File: config.mk
export PLATFORM = sky130hd
export DESIGN_NAME = pipeline_ex_mem_flat
export DESIGN_NICKNAME = d
export VERILOG_FILES = /design/src/logic/rv_backend_pkg.sv /design/src/logic/stage_if.sv /design/src/logic/pipeline_ex_mem.sv /design/src/flat_wrapper.sv
export SDC_FILE = /design/constraint.sdc
export NUM_CORES = 1
export LEC_CHECK = 0
export BUFFER_PORTS_ARGS = -buffer_cell sky130_fd_sc_hd__buf_2
export CAP_MARGIN = 20
export CORE_AREA = 4 4 144 146
export CTS_BUF_LIST = sky130_fd_sc_hd__clkbuf_4 sky130_fd_sc_hd__clkbuf_8
export DETAILED_ROUTE_END_ITERATION = 8
export DIE_AREA = 0 0 148 150
export SLEW_MARGIN = 20
export SYNTH_ARGS = -nofsm -noshare
export SYNTH_HDL_FRONTEND = slang
export SYNTH_SLANG_ARGS = --single-unit
File: constraint.sdc
create_clock -name i_Clock -period 1 [get_ports i_Clock]
set_input_delay 0.05 -clock i_Clock [delete_from_list [all_inputs] [get_ports i_Clock]]
set_output_delay 0.05 -clock i_Clock [all_outputs]
set_load 0.02 [all_outputs]
File: src/logic/rv_backend_pkg.sv
`default_nettype none

package rv_backend_pkg;

    localparam int XLEN          = 32;  // Data and PC width
    localparam int REG_ADDR_BITS = 5;
    localparam int DBG_TAG_BITS  = 8;

    localparam logic [6:0] OPC_OP     = 7'b0110011;  // R-type ALU
    localparam logic [6:0] OPC_OP_IMM = 7'b0010011;  // I-type ALU
    localparam logic [6:0] OPC_LOAD   = 7'b0000011;
    localparam logic [6:0] OPC_STORE  = 7'b0100011;
    localparam logic [6:0] OPC_JALR   = 7'b1100111;

    localparam logic [2:0] F3_ADD_SUB = 3'b000;
    localparam logic [2:0] F3_SLL     = 3'b001;
    localparam logic [2:0] F3_SLT     = 3'b010;
    localparam logic [2:0] F3_XOR     = 3'b100;
    localparam logic [2:0] F3_SRL     = 3'b101;
    localparam logic [2:0] F3_OR      = 3'b110;
    localparam logic [2:0] F3_AND     = 3'b111;
    localparam logic [2:0] F3_WORD    = 3'b010;  // LW and SW width

    localparam logic [6:0] FUNCT7_ALT = 7'b0100000;  // SUB instead of ADD

    localparam logic [1:0] WB_SEL_ALU  = 2'd0;
    localparam logic [1:0] WB_SEL_MEM  = 2'd1;
    localparam logic [1:0] WB_SEL_LINK = 2'd2;

    // One instruction word seen in the R, I or S layout
    typedef union packed {
        struct packed {
            logic [6:0]               funct7;
            logic [REG_ADDR_BITS-1:0] rs2;
            logic [REG_ADDR_BITS-1:0] rs1;
            logic [2:0]               funct3;
            logic [REG_ADDR_BITS-1:0] rd;
            logic [6:0]               opcode;
        } r_fmt;
        struct packed {
            logic [11:0]              imm;
            logic [REG_ADDR_BITS-1:0] rs1;
            logic [2:0]               funct3;
            logic [REG_ADDR_BITS-1:0] rd;
            logic [6:0]               opcode;
        } i_fmt;
        struct packed {
            logic [6:0]               imm_hi;  // Immediate bits 11..5
            logic [REG_ADDR_BITS-1:0] rs2;
            logic [REG_ADDR_BITS-1:0] rs1;
            logic [2:0]               funct3;
            logic [4:0]               imm_lo;  // Immediate bits 4..0
            logic [6:0]               opcode;
        } s_fmt;
    } inst_u;

endpackage

`default_nettype wire

File: src/logic/stage_if.sv
`default_nettype none

interface stage_if;

    logic [rv_backend_pkg::XLEN-1:0]          pc;
    logic [6:0]                               inst_op;
    logic [rv_backend_pkg::XLEN-1:0]          result;           // ALU result or address
    logic [rv_backend_pkg::XLEN-1:0]          data_b;           // Store data
    logic                                     mem_wr_enable;
    logic [rv_backend_pkg::REG_ADDR_BITS-1:0] reg_wr_addr;
    logic                                     reg_wr_enable;
    logic [1:0]                               reg_wr_data_sel;
    logic                                     is_load;
    logic [rv_backend_pkg::DBG_TAG_BITS-1:0]  dbg_tag;
    logic [rv_backend_pkg::XLEN-1:0]          dbg_pc;
    logic [31:0]                              dbg_inst;

    modport producer (
        output pc, inst_op, result, data_b, mem_wr_enable,
               reg_wr_addr, reg_wr_enable, reg_wr_data_sel, is_load,
               dbg_tag, dbg_pc, dbg_inst
    );

    modport consumer (
        input  pc, inst_op, result, data_b, mem_wr_enable,
               reg_wr_addr, reg_wr_enable, reg_wr_data_sel, is_load,
               dbg_tag, dbg_pc, dbg_inst
    );

endinterface

`default_nettype wire

File: src/logic/pipeline_ex_mem.sv
`default_nettype none

module pipeline_ex_mem (
    input  wire       i_Clock,
    input  wire       i_reset,
    input  wire       i_flush,   // Drops the writes of the captured instruction
    stage_if.consumer i_ex,
    stage_if.producer o_mem
);

    always_ff @(posedge i_Clock) begin
        if (i_reset) begin
            o_mem.pc              <= '0;
            o_mem.inst_op         <= '0;
            o_mem.result          <= '0;
            o_mem.data_b          <= '0;
            o_mem.mem_wr_enable   <= 1'b0;
            o_mem.reg_wr_addr     <= '0;
            o_mem.reg_wr_enable   <= 1'b0;
            o_mem.reg_wr_data_sel <= '0;
            o_mem.is_load         <= 1'b0;
            o_mem.dbg_tag         <= '0;
            o_mem.dbg_pc          <= '0;
            o_mem.dbg_inst        <= '0;
        end else begin
            o_mem.pc              <= i_ex.pc;
            o_mem.inst_op         <= i_ex.inst_op;
            o_mem.result          <= i_ex.result;
            o_mem.data_b          <= i_ex.data_b;
            o_mem.mem_wr_enable   <= i_flush ? 1'b0 : i_ex.mem_wr_enable;
            o_mem.reg_wr_addr     <= i_ex.reg_wr_addr;
            o_mem.reg_wr_enable   <= i_flush ? 1'b0 : i_ex.reg_wr_enable;
            o_mem.reg_wr_data_sel <= i_ex.reg_wr_data_sel;
            o_mem.is_load         <= i_ex.is_load;

            // Debug fields pass through a flush
            o_mem.dbg_tag         <= i_ex.dbg_tag;
            o_mem.dbg_pc          <= i_ex.dbg_pc;
            o_mem.dbg_inst        <= i_ex.dbg_inst;
        end
    end

endmodule

`default_nettype wire

File: src/flat_wrapper.sv
// flat-port wrapper written by rule: the top's interface ports become plain ports
module pipeline_ex_mem_flat 
  (i_Clock, i_reset, i_flush, i_ex_pc, i_ex_inst_op, i_ex_result, i_ex_data_b, i_ex_mem_wr_enable, i_ex_reg_wr_addr, i_ex_reg_wr_enable, i_ex_reg_wr_data_sel, i_ex_is_load, i_ex_dbg_tag, i_ex_dbg_pc, i_ex_dbg_inst, o_mem_pc, o_mem_inst_op, o_mem_result, o_mem_data_b, o_mem_mem_wr_enable, o_mem_reg_wr_addr, o_mem_reg_wr_enable, o_mem_reg_wr_data_sel, o_mem_is_load, o_mem_dbg_tag, o_mem_dbg_pc, o_mem_dbg_inst);
  stage_if i_ex_i ();
  stage_if o_mem_i ();
  input  wire i_Clock;
  input  wire i_reset;
  input  wire i_flush;
  input wire logic [$bits(i_ex_i.pc)-1:0] i_ex_pc;
  input wire logic [$bits(i_ex_i.inst_op)-1:0] i_ex_inst_op;
  input wire logic [$bits(i_ex_i.result)-1:0] i_ex_result;
  input wire logic [$bits(i_ex_i.data_b)-1:0] i_ex_data_b;
  input wire logic [$bits(i_ex_i.mem_wr_enable)-1:0] i_ex_mem_wr_enable;
  input wire logic [$bits(i_ex_i.reg_wr_addr)-1:0] i_ex_reg_wr_addr;
  input wire logic [$bits(i_ex_i.reg_wr_enable)-1:0] i_ex_reg_wr_enable;
  input wire logic [$bits(i_ex_i.reg_wr_data_sel)-1:0] i_ex_reg_wr_data_sel;
  input wire logic [$bits(i_ex_i.is_load)-1:0] i_ex_is_load;
  input wire logic [$bits(i_ex_i.dbg_tag)-1:0] i_ex_dbg_tag;
  input wire logic [$bits(i_ex_i.dbg_pc)-1:0] i_ex_dbg_pc;
  input wire logic [$bits(i_ex_i.dbg_inst)-1:0] i_ex_dbg_inst;
  output wire logic [$bits(o_mem_i.pc)-1:0] o_mem_pc;
  output wire logic [$bits(o_mem_i.inst_op)-1:0] o_mem_inst_op;
  output wire logic [$bits(o_mem_i.result)-1:0] o_mem_result;
  output wire logic [$bits(o_mem_i.data_b)-1:0] o_mem_data_b;
  output wire logic [$bits(o_mem_i.mem_wr_enable)-1:0] o_mem_mem_wr_enable;
  output wire logic [$bits(o_mem_i.reg_wr_addr)-1:0] o_mem_reg_wr_addr;
  output wire logic [$bits(o_mem_i.reg_wr_enable)-1:0] o_mem_reg_wr_enable;
  output wire logic [$bits(o_mem_i.reg_wr_data_sel)-1:0] o_mem_reg_wr_data_sel;
  output wire logic [$bits(o_mem_i.is_load)-1:0] o_mem_is_load;
  output wire logic [$bits(o_mem_i.dbg_tag)-1:0] o_mem_dbg_tag;
  output wire logic [$bits(o_mem_i.dbg_pc)-1:0] o_mem_dbg_pc;
  output wire logic [$bits(o_mem_i.dbg_inst)-1:0] o_mem_dbg_inst;
  assign i_ex_i.pc = i_ex_pc;
  assign i_ex_i.inst_op = i_ex_inst_op;
  assign i_ex_i.result = i_ex_result;
  assign i_ex_i.data_b = i_ex_data_b;
  assign i_ex_i.mem_wr_enable = i_ex_mem_wr_enable;
  assign i_ex_i.reg_wr_addr = i_ex_reg_wr_addr;
  assign i_ex_i.reg_wr_enable = i_ex_reg_wr_enable;
  assign i_ex_i.reg_wr_data_sel = i_ex_reg_wr_data_sel;
  assign i_ex_i.is_load = i_ex_is_load;
  assign i_ex_i.dbg_tag = i_ex_dbg_tag;
  assign i_ex_i.dbg_pc = i_ex_dbg_pc;
  assign i_ex_i.dbg_inst = i_ex_dbg_inst;
  assign o_mem_pc = o_mem_i.pc;
  assign o_mem_inst_op = o_mem_i.inst_op;
  assign o_mem_result = o_mem_i.result;
  assign o_mem_data_b = o_mem_i.data_b;
  assign o_mem_mem_wr_enable = o_mem_i.mem_wr_enable;
  assign o_mem_reg_wr_addr = o_mem_i.reg_wr_addr;
  assign o_mem_reg_wr_enable = o_mem_i.reg_wr_enable;
  assign o_mem_reg_wr_data_sel = o_mem_i.reg_wr_data_sel;
  assign o_mem_is_load = o_mem_i.is_load;
  assign o_mem_dbg_tag = o_mem_i.dbg_tag;
  assign o_mem_dbg_pc = o_mem_i.dbg_pc;
  assign o_mem_dbg_inst = o_mem_i.dbg_inst;
  pipeline_ex_mem u_core (.i_Clock(i_Clock), .i_reset(i_reset), .i_flush(i_flush), .i_ex(i_ex_i), .o_mem(o_mem_i));
endmodule
After elaboration in Yosys (flattened, before gate mapping):

Cells that the tools add are included.

* $add $sub $neg: 0
* multipliers: 0
* divide/modulo/power cells: 0
* order comparisons: 0
* equal/unequal tests: 0
* shift-type cells: 0
* mux-type cells: 0
* bitwise operators: 0
* reduce and logical (&&, ||, !) cells: 1

Operators with widths (count)
* 2-bit OR reduction: 1

* flip-flop bits (word level): 185
* latch bits: 0
* RAM bits: 0
* memory bits (read-only): 0
* input port bits: 188
* output and inout port bits: 185
* word-level logic and storage cells: 13
* memories kept: 0

Logic depth before layout (Yosys ltp):

* word-level depth: 1
* depth in mapped cells: 3
* mapped depth without buffers: 1

Worst setup path before layout:

No wires, ideal clock.

* kind: input port to flip-flop
* from: input i_reset
* to: register u_core.o_mem.dbg_inst[0] in the netlist's numbering
* arrival time: 435 ps
* data required time: 882 ps
* slack: 448 ps
* stages on the path: 3
* path buffers: 2
* cells stage by stage: buf_2 buf_2 nor2b_1

RTL lines
* start, declared: line flat_wrapper.sv:7 `input wire i_reset;`
* end, declared: line stage_if.sv:21 `dbg_tag, dbg_pc, dbg_inst`

No word-level cell between the ends.

Worst setup path in the final report:

* from: register u_core.o_mem.pc[18]
* to: output o_mem_pc[18]

RTL lines
* start, declared: line stage_if.sv:19 `output pc, inst_op, result, data_b, mem_wr_enable,`
* end, declared: line flat_wrapper.sv:21 `output wire logic [$bits(o_mem_i.pc)-1:0] o_mem_pc;`

No word-level cell between the ends.

==> flow_metrics.py <==
metrics = {
    "synthesis": {
        "synth_nets": 578,
        "synth_area_um2": 4960,
        "synth_warnings": 0,
        "synth-seq-cells": 185,
        "yosysMostFrequentCell": "dfxtp_1",
        "synth_cell_types": 5,
        "seq_area_frac_synth_pct": 74.7,
        "synthDominantCellAreaShare_pct": 74.7,
        "syn_inst": 390,
        "synth-edff-count": 0,
        "ys.flop_type": "dfxtp_1",
        "ys_async_sr_fraction_pct": 0,
        "avgSynthCellArea_um2": 12.7,
        "synthTopCellsByArea": "dfxtp_1 (75%), nor2b_1 (23%), buf_2 (1.8%), nor3b_1 (0.30%), clkbuf_1 (0.15%)",
        "synth.top_cells.by_count": "dfxtp_1 (185), nor2b_1 (183), buf_2 (18)",
        "synth_top_area_cell": "dfxtp_1",
    },
    "worst_setup_path": {
        "crit_path_end_kind": "primary output",
        "cp_slowest_stage_delay_ns": 0.37,
        "path_buf_inv": 1,
        "timing_worst_setup_path_type": "reg -> out",
        "cp-start-kind": "flop",
        "cpMaxStageDelayCell": "dfxtp_2",
        "arrival_ns": 0.95,
        "path_cells": "buf_6",
        "crit_family": "flip-flops",
        "worstPathMaxFanout": 1,
        "cp_data_required_time_ns": 0.95,
    },
    "timing": {
        "timing.final.ws_setup_ns": 0.00364,
        "finalCriticalPeriod_ns": 0.996,
        "finalHoldViolCount": 0,
        "slew_violations": 0,
        "setup_viol": 0,
        "tns_ns": 0,
        "slew_headroom_pct": 72.6,
        "rsz0062_at_grt": "yes",
        "max_clock_freq_ghz": 1.00,
        "worst_pin_slew_ns": 0.409,
        "finalCritPeriodShare_pct": 99.6,
    },
    "routing": {
        "drtAntennaViolNets": 0,
        "via_per_inst": 3.89,
        "drc": 0,
        "drtIter0Drc": 120,
        "wirelength_mm": 19.8,
        "routedWlPerCell_um": 16.1,
        "vias": 4811,
        "dr.pass1.iters": 4,
    },
    "hold_path": {
        "hp-start": "i_reset",
        "min_delay_path_depth": 3,
        "holdPathEnd": "u_core.o_mem.dbg_inst[15]",
        "worstHoldPathType": "in -> reg",
    },
    "floorplanning": {
        "dieArea_um2": 22200,
        "start_util_pct": 25.6,
        "die_w_um": 148,
        "die-height_um": 150,
        "rows": 51,
        "core_um2": 19400,
        "io-pin-count": 373,
    },
    "clocking": {
        "cts_tree": "built",
        "clk_path_buf_depth": 2,
        "post_cts_buffers": 0,
        "numClockSinks": 185,
        "cts_buffers": 17,
        "cts.reportedPaths.clkPinSlew_ns": 0.11,
        "clock-root-buffer": "clkbuf_8",
        "htree_num_levels": 4,
    },
    "pwr": {
        "peakVddDrop_mv": 0.770,
        "leakage_nw": 4.87,
        "p_per_area_nw_per_um2": 1440,
    },
    "place": {
        "dp_hpwl_mm": 11.3,
        "io_buffers": 372,
        "globalplace.congestion": 0.760,
        "placed_cells": 1014,
        "dpl-instance-area_um2": 7150,
        "dp_slack_ns": 0.231,
    },
    "layout": {
        "final_area_um2": 10800,
        "fin_nets": 1145,
        "finalNonFillerCells": 1236,
        "syn_to_final_growth_pct": 118,
        "fill_cells": 1542,
        "layout-drive-gt1-share_pct": 60.9,
        "final_util_pct": 55.6,
    },
    "grt": {
        "grt_overflow": 0,
        "grt_max_degree": 53,
        "grt_pass1_wl_mm": 27.4,
        "antenna_found_initial": 0,
        "grt_pass1_vias": 5182,
        "grt.total_usage_pct": 16.0,
    },
    "status": {
        "status": "completed",
    },
    "flow_run": {
        "cap_violations": 0,
    },
}
## metal layers
metal / vias to the layer above / global-route usage [%] / wire, µm
met1: 2203 / 15.6 / 6800
li1: 2305 / - / -
met5: - / 0 / 0
met4: 0 / 6.05 / 556
met2: 268 / 29.4 / 10400
met3: 35 / 7.48 / 2060
## worst max path at each step
stage	start	endpoint	slack (ns)	cells past startpoint
6_report	u_core.o_mem.pc[18]	o_mem_pc[18]	0.004	1
5_1_grt	u_core.o_mem.dbg_inst[21]	o_mem_dbg_inst[21]	-0.06	1
4_1_cts	u_core.o_mem.pc[18]	o_mem_pc[18]	-0.04	1
3_5_place_dp	i_reset	u_core.o_mem.inst_op[3]	0.23	3
3_3_place_gp	i_reset	u_core.o_mem.result[23]	0.25	3
2_1_floorplan	i_reset	u_core.o_mem.dbg_inst[0]	0.45	3
## sequential cells by signal (all words and copies together), names as in the netlist
| register | cells |
|---|---|
| u_core.o_mem.data_b | 32 |
| u_core.o_mem.dbg_inst | 32 |
| u_core.o_mem.dbg_pc | 32 |
| u_core.o_mem.dbg_tag | 8 |
| u_core.o_mem.inst_op | 7 |
| u_core.o_mem.is_load | 1 |
| u_core.o_mem.mem_wr_enable | 1 |
| u_core.o_mem.pc | 32 |
| u_core.o_mem.reg_wr_addr | 5 |
| u_core.o_mem.reg_wr_data_sel | 2 |
| u_core.o_mem.reg_wr_enable | 1 |
| u_core.o_mem.result | 32 |
## power breakdown
group	internal, mW	switching, mW	total [mW]	leakage [nW]
registers	7.84	0.205	8.04	1.59
logic	1.67	1.14	2.81	3.10
clock network	1.89	2.81	4.70	0.178
total	11.4	4.15	15.6	4.87
## cell families after synthesis
logic type             after synthesis  share of synthesized area (%)
and+or+nand+nor                    185                           23.4
buffers and inverters               20                           1.97
DFF                                185                           74.7
## tightest hold or removal path, delay by kind of cell
family	cells	cell delay, ns
buffers and inverters	2	0.34
and+or+nand+nor	1	0.05
## cell type report
class	instances	area, µm²	area share (%)
diodes	1	2.50	0.0232
clock buffers	20	256	2.38
clock inverters	12	110	1.02
multi-input cells	185	1160	10.7
flip-flops and latches	185	3930	36.4
well taps	265	332	3.07
repair buffers	568	5000	46.4
## per-stage QoR
step	total power, mW	hold slack, ns
after floorplan	8.88	0.126
after global placement	9.72	0.257
after detailed placement	9.74	0.262
after CTS	15.3	0.0304
after global routing	16.3	0.0159
final	15.6	0.0409
## layout by cell type, fill, tap and decap left out, drive strengths merged
| cell type | instances |
|---|---|
| dfxtp | 185 |
| clkinv | 2 |
| buf | 379 |
| clkbuf | 20 |
| diode | 1 |
| inv | 6 |
| nor3b | 2 |
| clkinvlp | 4 |
| nor2b | 183 |
| dlygate4sd3 | 189 |
## timing repair
| item | 4_1_cts | 5_1_grt |
|---|---|---|
| hold buffers | 189 | 1 |
| resized for setup | 191 | 358 |
| hold endpoints to repair | 185 | 1 |
| endpoints found under the setup margin | 141 | 186 |
(Power assumes the default switching activity.)
