[config.mk]
export PLATFORM = sky130hd
export DESIGN_NAME = writeback_stage_flat
export DESIGN_NICKNAME = d
export VERILOG_FILES = /design/src/logic/rv_backend_pkg.sv /design/src/logic/stage_if.sv /design/src/logic/writeback_stage.sv /design/src/flat_wrapper.sv
export SDC_FILE = /design/constraint.sdc
export NUM_CORES = 1
export LEC_CHECK = 0
export BUFFER_PORTS_ARGS = -buffer_cell sky130_fd_sc_hd__buf_2
export CELL_PAD_IN_SITES_DETAIL_PLACEMENT = 1
export CELL_PAD_IN_SITES_GLOBAL_PLACEMENT = 1
export CORE_MARGIN = 4
export CORE_UTILIZATION = 25
export DETAILED_ROUTE_END_ITERATION = 10
export PLACE_DENSITY_LB_ADDON = 0.1
export SYNTH_ARGS = -nofsm -noshare
export SYNTH_HDL_FRONTEND = slang
export SYNTH_SLANG_ARGS = --single-unit
[constraint.sdc]
create_clock -name i_Clock -period 2.3 [get_ports i_Clock]
set_clock_uncertainty 0.2 [all_clocks]
set_input_delay 0.115 -clock i_Clock [delete_from_list [all_inputs] [get_ports i_Clock]]
set_output_delay 0.115 -clock i_Clock [all_outputs]
set_load 0.1 [all_outputs]
[src/logic/rv_backend_pkg.sv]
`default_nettype none

package rv_backend_pkg;

    localparam int XLEN          = 32;  // Data and PC width
    localparam int REG_ADDR_BITS = 5;
    localparam int DBG_TAG_BITS  = 8;

    localparam logic [6:0] OPC_OP     = 7'b0110011;  // R-type ALU
    localparam logic [6:0] OPC_OP_IMM = 7'b0010011;  // I-type ALU
    localparam logic [6:0] OPC_LOAD   = 7'b0000011;
    localparam logic [6:0] OPC_STORE  = 7'b0100011;
    localparam logic [6:0] OPC_JALR   = 7'b1100111;

    localparam logic [2:0] F3_ADD_SUB = 3'b000;
    localparam logic [2:0] F3_SLL     = 3'b001;
    localparam logic [2:0] F3_SLT     = 3'b010;
    localparam logic [2:0] F3_XOR     = 3'b100;
    localparam logic [2:0] F3_SRL     = 3'b101;
    localparam logic [2:0] F3_OR      = 3'b110;
    localparam logic [2:0] F3_AND     = 3'b111;
    localparam logic [2:0] F3_WORD    = 3'b010;  // LW and SW width

    localparam logic [6:0] FUNCT7_ALT = 7'b0100000;  // SUB instead of ADD

    localparam logic [1:0] WB_SEL_ALU  = 2'd0;
    localparam logic [1:0] WB_SEL_MEM  = 2'd1;
    localparam logic [1:0] WB_SEL_LINK = 2'd2;

    // One instruction word seen in the R, I or S layout
    typedef union packed {
        struct packed {
            logic [6:0]               funct7;
            logic [REG_ADDR_BITS-1:0] rs2;
            logic [REG_ADDR_BITS-1:0] rs1;
            logic [2:0]               funct3;
            logic [REG_ADDR_BITS-1:0] rd;
            logic [6:0]               opcode;
        } r_fmt;
        struct packed {
            logic [11:0]              imm;
            logic [REG_ADDR_BITS-1:0] rs1;
            logic [2:0]               funct3;
            logic [REG_ADDR_BITS-1:0] rd;
            logic [6:0]               opcode;
        } i_fmt;
        struct packed {
            logic [6:0]               imm_hi;  // Immediate bits 11..5
            logic [REG_ADDR_BITS-1:0] rs2;
            logic [REG_ADDR_BITS-1:0] rs1;
            logic [2:0]               funct3;
            logic [4:0]               imm_lo;  // Immediate bits 4..0
            logic [6:0]               opcode;
        } s_fmt;
    } inst_u;

endpackage

`default_nettype wire

[src/logic/stage_if.sv]
`default_nettype none

interface stage_if;

    logic [rv_backend_pkg::XLEN-1:0]          pc;
    logic [6:0]                               inst_op;
    logic [rv_backend_pkg::XLEN-1:0]          result;           // ALU result or address
    logic [rv_backend_pkg::XLEN-1:0]          data_b;           // Store data
    logic                                     mem_wr_enable;
    logic [rv_backend_pkg::REG_ADDR_BITS-1:0] reg_wr_addr;
    logic                                     reg_wr_enable;
    logic [1:0]                               reg_wr_data_sel;
    logic                                     is_load;
    logic [rv_backend_pkg::DBG_TAG_BITS-1:0]  dbg_tag;
    logic [rv_backend_pkg::XLEN-1:0]          dbg_pc;
    logic [31:0]                              dbg_inst;

    modport producer (
        output pc, inst_op, result, data_b, mem_wr_enable,
               reg_wr_addr, reg_wr_enable, reg_wr_data_sel, is_load,
               dbg_tag, dbg_pc, dbg_inst
    );

    modport consumer (
        input  pc, inst_op, result, data_b, mem_wr_enable,
               reg_wr_addr, reg_wr_enable, reg_wr_data_sel, is_load,
               dbg_tag, dbg_pc, dbg_inst
    );

endinterface

`default_nettype wire

[src/logic/writeback_stage.sv]
`default_nettype none

module writeback_stage (
    input  wire                                         i_Clock,
    input  wire                                         i_reset,
    stage_if.consumer                                   i_mem,
    input  wire  [rv_backend_pkg::XLEN-1:0]             i_load_data,
    output logic                                        o_reg_wr_enable,
    output logic [rv_backend_pkg::REG_ADDR_BITS-1:0]    o_reg_wr_addr,
    output logic [rv_backend_pkg::XLEN-1:0]             o_reg_wr_data,
    output logic [rv_backend_pkg::DBG_TAG_BITS-1:0]     o_dbg_tag,
    output logic [rv_backend_pkg::XLEN-1:0]             o_dbg_pc,
    output logic [31:0]                                 o_dbg_inst
);

    logic [rv_backend_pkg::XLEN-1:0] result_q;
    logic [rv_backend_pkg::XLEN-1:0] link_q;   // PC+4 for JALR
    logic [1:0]                      sel_q;

    always_ff @(posedge i_Clock) begin
        if (i_reset) begin
            result_q        <= '0;
            link_q          <= '0;
            sel_q           <= rv_backend_pkg::WB_SEL_ALU;
            o_reg_wr_enable <= 1'b0;
            o_reg_wr_addr   <= '0;
            o_dbg_tag       <= '0;
            o_dbg_pc        <= '0;
            o_dbg_inst      <= '0;
        end else begin
            result_q        <= i_mem.result;
            link_q          <= i_mem.pc + rv_backend_pkg::XLEN'(4);
            sel_q           <= i_mem.reg_wr_data_sel;
            o_reg_wr_enable <= i_mem.reg_wr_enable;
            o_reg_wr_addr   <= i_mem.reg_wr_addr;
            o_dbg_tag       <= i_mem.dbg_tag;
            o_dbg_pc        <= i_mem.dbg_pc;
            o_dbg_inst      <= i_mem.dbg_inst;
        end
    end

    always_comb begin
        case (sel_q)
            rv_backend_pkg::WB_SEL_MEM:  o_reg_wr_data = i_load_data;  // Already registered in RAM
            rv_backend_pkg::WB_SEL_LINK: o_reg_wr_data = link_q;
            default:                     o_reg_wr_data = result_q;
        endcase
    end

endmodule

`default_nettype wire

[src/flat_wrapper.sv]
// flat-port wrapper written by rule: the top's interface ports become plain ports
module writeback_stage_flat 
  (i_Clock, i_reset, i_load_data, o_reg_wr_enable, o_reg_wr_addr, o_reg_wr_data, o_dbg_tag, o_dbg_pc, o_dbg_inst, i_mem_pc, i_mem_inst_op, i_mem_result, i_mem_data_b, i_mem_mem_wr_enable, i_mem_reg_wr_addr, i_mem_reg_wr_enable, i_mem_reg_wr_data_sel, i_mem_is_load, i_mem_dbg_tag, i_mem_dbg_pc, i_mem_dbg_inst);
  stage_if i_mem_i ();
  input  wire i_Clock;
  input  wire i_reset;
  input  wire  [rv_backend_pkg::XLEN-1:0] i_load_data;
  output logic o_reg_wr_enable;
  output logic [rv_backend_pkg::REG_ADDR_BITS-1:0] o_reg_wr_addr;
  output logic [rv_backend_pkg::XLEN-1:0] o_reg_wr_data;
  output logic [rv_backend_pkg::DBG_TAG_BITS-1:0] o_dbg_tag;
  output logic [rv_backend_pkg::XLEN-1:0] o_dbg_pc;
  output logic [31:0] o_dbg_inst;
  input wire logic [$bits(i_mem_i.pc)-1:0] i_mem_pc;
  input wire logic [$bits(i_mem_i.inst_op)-1:0] i_mem_inst_op;
  input wire logic [$bits(i_mem_i.result)-1:0] i_mem_result;
  input wire logic [$bits(i_mem_i.data_b)-1:0] i_mem_data_b;
  input wire logic [$bits(i_mem_i.mem_wr_enable)-1:0] i_mem_mem_wr_enable;
  input wire logic [$bits(i_mem_i.reg_wr_addr)-1:0] i_mem_reg_wr_addr;
  input wire logic [$bits(i_mem_i.reg_wr_enable)-1:0] i_mem_reg_wr_enable;
  input wire logic [$bits(i_mem_i.reg_wr_data_sel)-1:0] i_mem_reg_wr_data_sel;
  input wire logic [$bits(i_mem_i.is_load)-1:0] i_mem_is_load;
  input wire logic [$bits(i_mem_i.dbg_tag)-1:0] i_mem_dbg_tag;
  input wire logic [$bits(i_mem_i.dbg_pc)-1:0] i_mem_dbg_pc;
  input wire logic [$bits(i_mem_i.dbg_inst)-1:0] i_mem_dbg_inst;
  assign i_mem_i.pc = i_mem_pc;
  assign i_mem_i.inst_op = i_mem_inst_op;
  assign i_mem_i.result = i_mem_result;
  assign i_mem_i.data_b = i_mem_data_b;
  assign i_mem_i.mem_wr_enable = i_mem_mem_wr_enable;
  assign i_mem_i.reg_wr_addr = i_mem_reg_wr_addr;
  assign i_mem_i.reg_wr_enable = i_mem_reg_wr_enable;
  assign i_mem_i.reg_wr_data_sel = i_mem_reg_wr_data_sel;
  assign i_mem_i.is_load = i_mem_is_load;
  assign i_mem_i.dbg_tag = i_mem_dbg_tag;
  assign i_mem_i.dbg_pc = i_mem_dbg_pc;
  assign i_mem_i.dbg_inst = i_mem_dbg_inst;
  writeback_stage u_core (.i_Clock(i_Clock), .i_reset(i_reset), .i_mem(i_mem_i), .i_load_data(i_load_data), .o_reg_wr_enable(o_reg_wr_enable), .o_reg_wr_addr(o_reg_wr_addr), .o_reg_wr_data(o_reg_wr_data), .o_dbg_tag(o_dbg_tag), .o_dbg_pc(o_dbg_pc), .o_dbg_inst(o_dbg_inst));
endmodule
; After elaboration in Yosys (flattened, before gate mapping)
; Index checks and enable logic that the tools add are counted.
[totals]
reg_bits = 144
latch_bits = 0
romBits = 0
memories = 0
out_inout_bits = 110
in_bits = 219
ram_bits = 0
[classes]
n_mux = 1
n_div = 0
reduce_logical = 0
add_sub_neg = 1
bitwise = 0
n_shift = 0
n_lt_le_gt_ge = 0
mul = 0
eq_ne = 2
[op_table]
columns = cell, n
row1 = one-hot mux 32 bit (2 select lines), 1
row2 = adder 32 x 3 -> 32 bit (second input constant), 1
row3 = equality test 2 x 1 -> 1 bit (second input constant), 1
row4 = equality test 2 bit (second input constant), 1

; Depth between registers and ports, before layout
; Gate-level depths: netlist of run 1.
[logic_depth]
word_depth = 2
depth_mapped = 7
ltp_nobuf = 5

; Worst setup path after synthesis of run 1
; No wires, ideal clock.
[synth_path]
kind = register -> output
from = reg u_core.sel_q[0]
to = out o_reg_wr_data[10] (netlist name)
path_buffers = 2
t_arrival_ps = 3112
stages_incl_launch_ff = 6
slack_ps = -1127
cell_sequence = dfxtp_1 inv_1 ha_1 clkbuf_1 clkbuf_1 o21ai_0
[synth_via]
elab_chain_cells = 2
[synth_rtl]
columns = element, line
row1 = from (decl), writeback_stage.sv:18  ; logic [1:0] sel_q;
row2 = from (signal assigned), writeback_stage.sv:24  ; sel_q <= rv_backend_pkg::WB_SEL_ALU;
row3 = from (signal assigned), writeback_stage.sv:33  ; sel_q <= i_mem.reg_wr_data_sel;
row4 = equality test 2 bit or equality test 2 x 1 -> 1 bit (tied branches), writeback_stage.sv:43  ; case (sel_q)
row5 = one-hot mux 32 bit (2 select lines) (*), writeback_stage.sv:43
row6 = to (decl), flat_wrapper.sv:10  ; output logic [rv_backend_pkg::XLEN-1:0] o_reg_wr_data;
; Mark *: on every way between the ends. The rest lies on a longest branch, timed or not.

; Worst setup path after layout of run 1
[layout_path]
from = in i_mem_pc[14]
to = reg u_core.link_q[29] (netlist name)
[layout_via]
elab_chain_cells = 1
[layout_rtl]
columns = element, line
row1 = from (decl), flat_wrapper.sv:14  ; input wire logic [$bits(i_mem_i.pc)-1:0] i_mem_pc;
row2 = adder 32 x 3 -> 32 bit, writeback_stage.sv:32  ; link_q <= i_mem.pc + rv_backend_pkg::XLEN'(4);
row3 = to (signal assigned), writeback_stage.sv:32
row4 = to (decl), writeback_stage.sv:17  ; logic [rv_backend_pkg::XLEN-1:0] link_q;
; Every way passes these cells.
; A chain may end at the register's enable or synchronous reset.

==> results of run 1 <==
## logic make-up (layout without fill, tap and decap cells)
| family | after synthesis | in the layout | synth area share [%] |
|---|---|---|---|
| flip-flops | 144 | 144 | 56.5 |
| adder cells (fa/ha/maj) | 3 | 3 | 0.736 |
| buffers and inverters | 42 | 504 | 4.00 |
| other | 0 | 7 | 0 |
| XOR/XNOR | 11 | 11 | 1.89 |
| AND/OR/NAND/NOR | 221 | 221 | 25.0 |
| AO/OA/AOI/OAI | 96 | 96 | 11.6 |
| multiplexers | 1 | 1 | 0.221 |
## power groups by stage
| stage | clock [mW] | sequential, mW | combinational (mW) |
|---|---|---|---|
| after floorplan | 0 | 3.25 | 0.609 |
| after global placement | 0 | 2.72 | 1.69 |
| after detailed placement | 0 | 2.72 | 1.70 |
| after CTS | 2.70 | 2.67 | 1.94 |
| after global routing | 2.82 | 2.68 | 2.04 |
| final | 2.61 | 2.67 | 1.94 |
## Yosys cell counts, types with 2 or more instances
cell      number
nor4_1         2
a21oi_1       16
dfxtp_1      144
and3_1         4
and2_1         4
xor2_1         7
nand3_1        6
clkbuf_8       3
or4_1         13
and4_1         2
nand2_1       42
o21ai_0       35
clkbuf_1      32
inv_1          4
nor2b_1      116
o31ai_1       13
nor2_1        13
nor3_1         2
xnor2_1        4
ha_1           3
buf_6          2
a22oi_1       32
or3_2          2
nand4_1       11
## final cells by class
cell class / count / area share (%)
Tap cell: 265 / 3.46
Sequential cell: 144 / 30.1
Clock buffer: 18 / 4.48
Multi-Input combinational cell: 332 / 21.4
Antenna cell: 7 / 0.183
Inverter: 4 / 0.157
Timing Repair Buffer: 468 / 39.0
Clock inverter: 14 / 1.28
## per-layer routing
metal,GRT usage [%],up-vias,share of wire (%)
li1,-,2661,-
met1,20.3,2613,38
met2,31.6,206,51
met3,7.18,48,8.0
met4,7.57,4,3.2
met5,0,-,0.13
## worst paths after layout
kind              slack, ns                  end  cells past startpoint    startpoint
setup / recovery       0.07    u_core.link_q[29]                      8  i_mem_pc[14]
hold / removal        0.008  u_core.o_dbg_pc[13]                      2       i_reset
## through the flow
stage | area [um^2] | util [%] | hold slack, ns
after detailed placement | 7290 | 36.9 | 0.121
after CTS | 9550 | 48.3 | 0.000483
after global placement | 7290 | 36.9 | 0.122
after global routing | 9580 | 48.4 | 0.0260
final | 9590 | 48.5 | 0.00848
after floorplan | 5100 | - | -0.0126
## critical path: stages
cell	delay, ns
dlygate4sd3_1	0.52
buf_2	0.14
nand2_1	0.08
or4_4	0.43
buf_8	0.18
o31ai_1	0.22
dlygate4sd3_1	0.58
a21oi_1	0.07
## sequential cells by signal, summed over array words and instances, names as in the netlist
register	flops
u_core.link_q	32
u_core.o_dbg_inst	32
u_core.o_dbg_pc	32
u_core.o_dbg_tag	8
u_core.o_reg_wr_addr	5
u_core.o_reg_wr_enable	1
u_core.result_q	32
u_core.sel_q	2
## repair_timing
item / in CTS / in global routing
hold buffers: 169 / 0
endpoints found under the setup margin: 3 / 11
pin swaps: 0 / 0
gates resized for setup: 2 / 11
hold endpoints to repair: 144 / 0
==> metrics.txt, run 1 <==
status complete, no violations; most common library cell in the layout ignoring fill and taps buf_2; synthesized area between 5000 and 6000 um^2; I/O Buffers between 200 and 300; Slew @ Worst Pin ~0.63 ns; post-synthesis cell count approximately 520; routability cong. 0.771; RSZ-0062 raised after global routing yes; Sink Count roughly 140; Starting Density roughly a quarter; CORE AREA between 15000 and 20000 um^2; most frequent cells in the layout 254 x buf_2, 167 x dlygate4sd3_1, 144 x dfxtp_1; Slew headroom 57.7%; sw power 2.51 mW; total congestion overflow 0; Tightest Hold Check Type in2reg; Area Overhead vs Synth 88.0%; # fillers approximately 2300; die area roughly 23000 um^2; Max rail drop VDD between 0.4 and 0.5 mV; post-synthesis sequential area ratio 56.5%; clock buffer depth 2; H-tree Lvls 4; nets about 1200; # DRC 0; main flop type after synthesis dfxtp_1; Yosys top cell area share between 50 and 60%; Leak about 4.2 nW; Post-Route WL 21200 um; Die Width about 150 um; total CTS buffers 17; Synth Area per Inst 9.84 um^2; most area-hungry cell type in the Yosys netlist dfxtp_1; num ports between 300 and 400; critical-path maximum fanout 26; max_cap viols 0; fin. max-slew vios 0; row cnt between 50 and 60; Initial DRC Count 159; post-layout minimum cycle time roughly 2.2 ns; CP required 2.41 ns; ranking of synthesized cells by area dfxtp_1 57%, nor2b_1 14%, a22oi_1 4.7%; first-pass GRT wire length roughly 32000 um; largest net degree at the start of global routing 61; Tot GR Track Use a little under a fifth; final hold violations 0; WL/cell about 17 um; Post-DRT Antenna Nets 0; setup TNS 0 ns; CP endpoint kind flop; DR vias roughly 5500; combinational share of power between 20 and 30%; switching share of power a little over a third; Worst-path clk slew 0.07 ns; Die Y 151 um; Synth Register Bits approximately 140; ys async rst share 0%; initial antenna violation count 7; Yosys Warn Count 0; Clk network pwr share a little over a third; final worst-path setup slack 0.0679 ns; CTS tree built; vias in the first global route between 6000 and 7000; Multi-input gate area 2050 um^2; Placed Instances ~1000; internal power between 4 and 5 mW; HPWL Detailed around 14000 um; first-pass iteration count of the detailed router 5; Worst EP arrival 2.34 ns; number of flops mapped to enable cells by yosys 0; Yosys cell types 30; Fmax ~0.45 GHz; fin crit share 97.0%; Via density 4.42; sequential share of power a little under two fifths; CP Class in2reg; Post-Layout Cell Count about 1300; share of cells above drive strength 1 35.2%; FF+latch area ~2900 um^2; Setup-failing EPs final 0; Syn Nets between 700 and 800; Post-CTS Setup Inserts 0; root buffer cell clkbuf_16; Startpoint Class input pin; pre-CTS setup slack 0.168 ns; pwr dens approximately 750 nW/um^2; total power 7.22 mW
(Power assumes the default switching activity.)
==> inputs of run 2 (changes only) <==
- GPL_ROUTABILITY_DRIVEN: default -> 1
- MAX_ROUTING_LAYER: default -> met4
==> run 2 against run 1 <==
Compared with the run above:
- first-iteration DRC count is 4.4% lower
- utilization hardly changed
- via count down 0.22%
- sequential power about the same
- setup slack better by 0.00096 ns
- routed wire length hardly changed
- flip-flop and latch count did not move
==> metrics.txt, run 2 (synthesis results as in run 1) <==
status complete, no violations; first-pass GRT wire length 32200 um (-0.26%); total CTS buffers 17 (unchanged); Post-CTS Setup Inserts 0 (unchanged); largest net degree at the start of global routing 61 (unchanged); Initial DRC Count 152 (-4.4%); num ports 329 (unchanged); CTS tree built; vias in the first global route 6148 (+0.41%); clock buffer depth 2 (unchanged); placed instance area 7290 um^2 (unchanged); Hold Slack 0.0118 ns (+0.00334 ns); switching share of power 34.8% (about the same); RSZ-0062 raised after global routing yes; Tot GR Track Use 18.9% (+0.54 points); critical-path maximum fanout 26 (unchanged); Critical Path End u_core.link_q[28]; CP Class in2reg; Clk network pwr share 36.1% (about the same); sw power 2.51 mW (-0.14%); Final Core Density 48.5% (about the same); Leak 4.20 nW (unchanged); # fillers 2261 (+0.044%); nets 1189 (unchanged); root buffer cell clkbuf_16; total power 7.22 mW (about the same); Slew @ Worst Pin 0.637 ns (+0.00252 ns); total congestion overflow 0 (unchanged); internal power 4.71 mW (about the same); pwr dens 753 nW/um^2 (about the same); CORE AREA 19800 um^2 (unchanged); post-layout minimum cycle time 2.23 ns (-0.000961 ns); # DRC 0 (unchanged); Post-DRT Antenna Nets 0 (unchanged); most common library cell in the layout ignoring fill and taps buf_2; Crit. Startpoint i_mem_pc[14]; Max rail drop VDD 0.482 mV (+2.2%); Die Width 151 um (unchanged); Startpoint Class input pin; design area 9590 um^2 (about the same); share of cells above drive strength 1 35.2% (unchanged); final hold violations 0 (unchanged); CP endpoint kind flop; die area 22700 um^2 (unchanged); Post-Route WL 21200 um (about the same); routability cong. 0.782 (+1.5%); first-pass iteration count of the detailed router 4 (-1); most frequent cells in the layout 254 x buf_2, 167 x dlygate4sd3_1, 144 x dfxtp_1; WL/cell 16.9 um (about the same); initial antenna violation count 7 (unchanged); Worst EP arrival 2.34 ns (about the same); setup TNS 0 ns (unchanged); combinational share of power 26.9% (about the same); Starting Density 25.8% (unchanged); HPWL Detailed 14200 um (unchanged); Slew headroom 57.5% (-0.17 points); Via density 4.41 (-0.30%); Setup-failing EPs final 0 (unchanged); I/O Buffers 287 (unchanged); sequential share of power 37.0% (about the same); fin. max-slew vios 0 (unchanged); Worst-path clk slew 0.07 ns (about the same); Die Y 151 um (unchanged); Tightest Hold Check Type in2reg; DR vias 5520 (-0.22%); max_cap viols 0 (unchanged); row cnt 51 (unchanged); H-tree Lvls 4 (unchanged); Area Overhead vs Synth 88.1% (about the same); Sink Count 144 (unchanged); Fmax 0.448 GHz (about the same); fin crit share 97.0% (about the same); CP required 2.41 ns (about the same)
-- run 2: cell count changes in the layout (fill, tap and decap cells not counted), sizes merged --
cell / change
diode: +1
-- run 2: final cells by class --
type / instances / area (um^2) / area share, %
inverter: 4 / 15.0 / 0.157
clock inverter: 14 / 123 / 1.28
sequential: 144 / 2880 / 30.1
antenna: 8 / 20.0 / 0.209
tap: 265 / 332 / 3.46
clock buffer: 18 / 429 / 4.47
multi-input combinational: 332 / 2050 / 21.4
timing repair buffer: 468 / 3740 / 39.0
-- run 2: worst min path at each step --
stage	start	to	slack [ns]	depth (start not counted)
CTS	i_reset	u_core.o_dbg_inst[21]	0.0005	2
global route	i_reset	u_core.o_dbg_inst[5]	0.03	2
detailed placement	i_mem_pc[2]	u_core.link_q[2]	0.12	2
floorplan	i_mem_pc[2]	u_core.link_q[2]	-0.01	1
global placement	i_mem_dbg_tag[4]	u_core.o_dbg_tag[4]	0.12	2
finish	i_reset	u_core.o_dbg_pc[13]	0.01	2
-- run 2: worst max-delay path, stage by stage --
cell and delay (ns):
dlygate4sd3_1 0.52, buf_2 0.14, nand2_1 0.08, or4_4 0.43
buf_8 0.18, o31ai_2 0.23, dlygate4sd3_1 0.58, a21oi_1 0.06
-- run 2: power groups by stage --
stage,clock network (mW),logic [mW],registers [mW]
after floorplan,0,0.609,3.25
after global placement,0,1.69,2.72
after detailed placement,0,1.70,2.72
after CTS,2.70,1.94,2.67
after global routing,2.81,2.04,2.68
final,2.61,1.94,2.67
-- run 2: metrics by stage --
stage	setup slack, ns	std cells
final	0.0689	1253
after global routing	-0.00638	1252
after CTS	0.0495	1247
after detailed placement	0.168	1046
after global placement	0.216	1046
after floorplan	-0.407	518
-- run 2: what timing repair did --
item / in CTS / in global routing
hold buffers: 169 / 0
resized for setup: 2 / 11
setup endpoints to repair: 3 / 11
hold endpoints to repair: 144 / 0
-- run 2: routing by layer --
metal  global-route usage (%)  vias to the layer above  routed length, um
li1                         -                     2662                  -
met1                     20.8                     2596               8250
met2                     31.7                      217              10800
met3                     6.31                       45               1490
met4                     7.48                        0                639
met5                        -                        -                  0
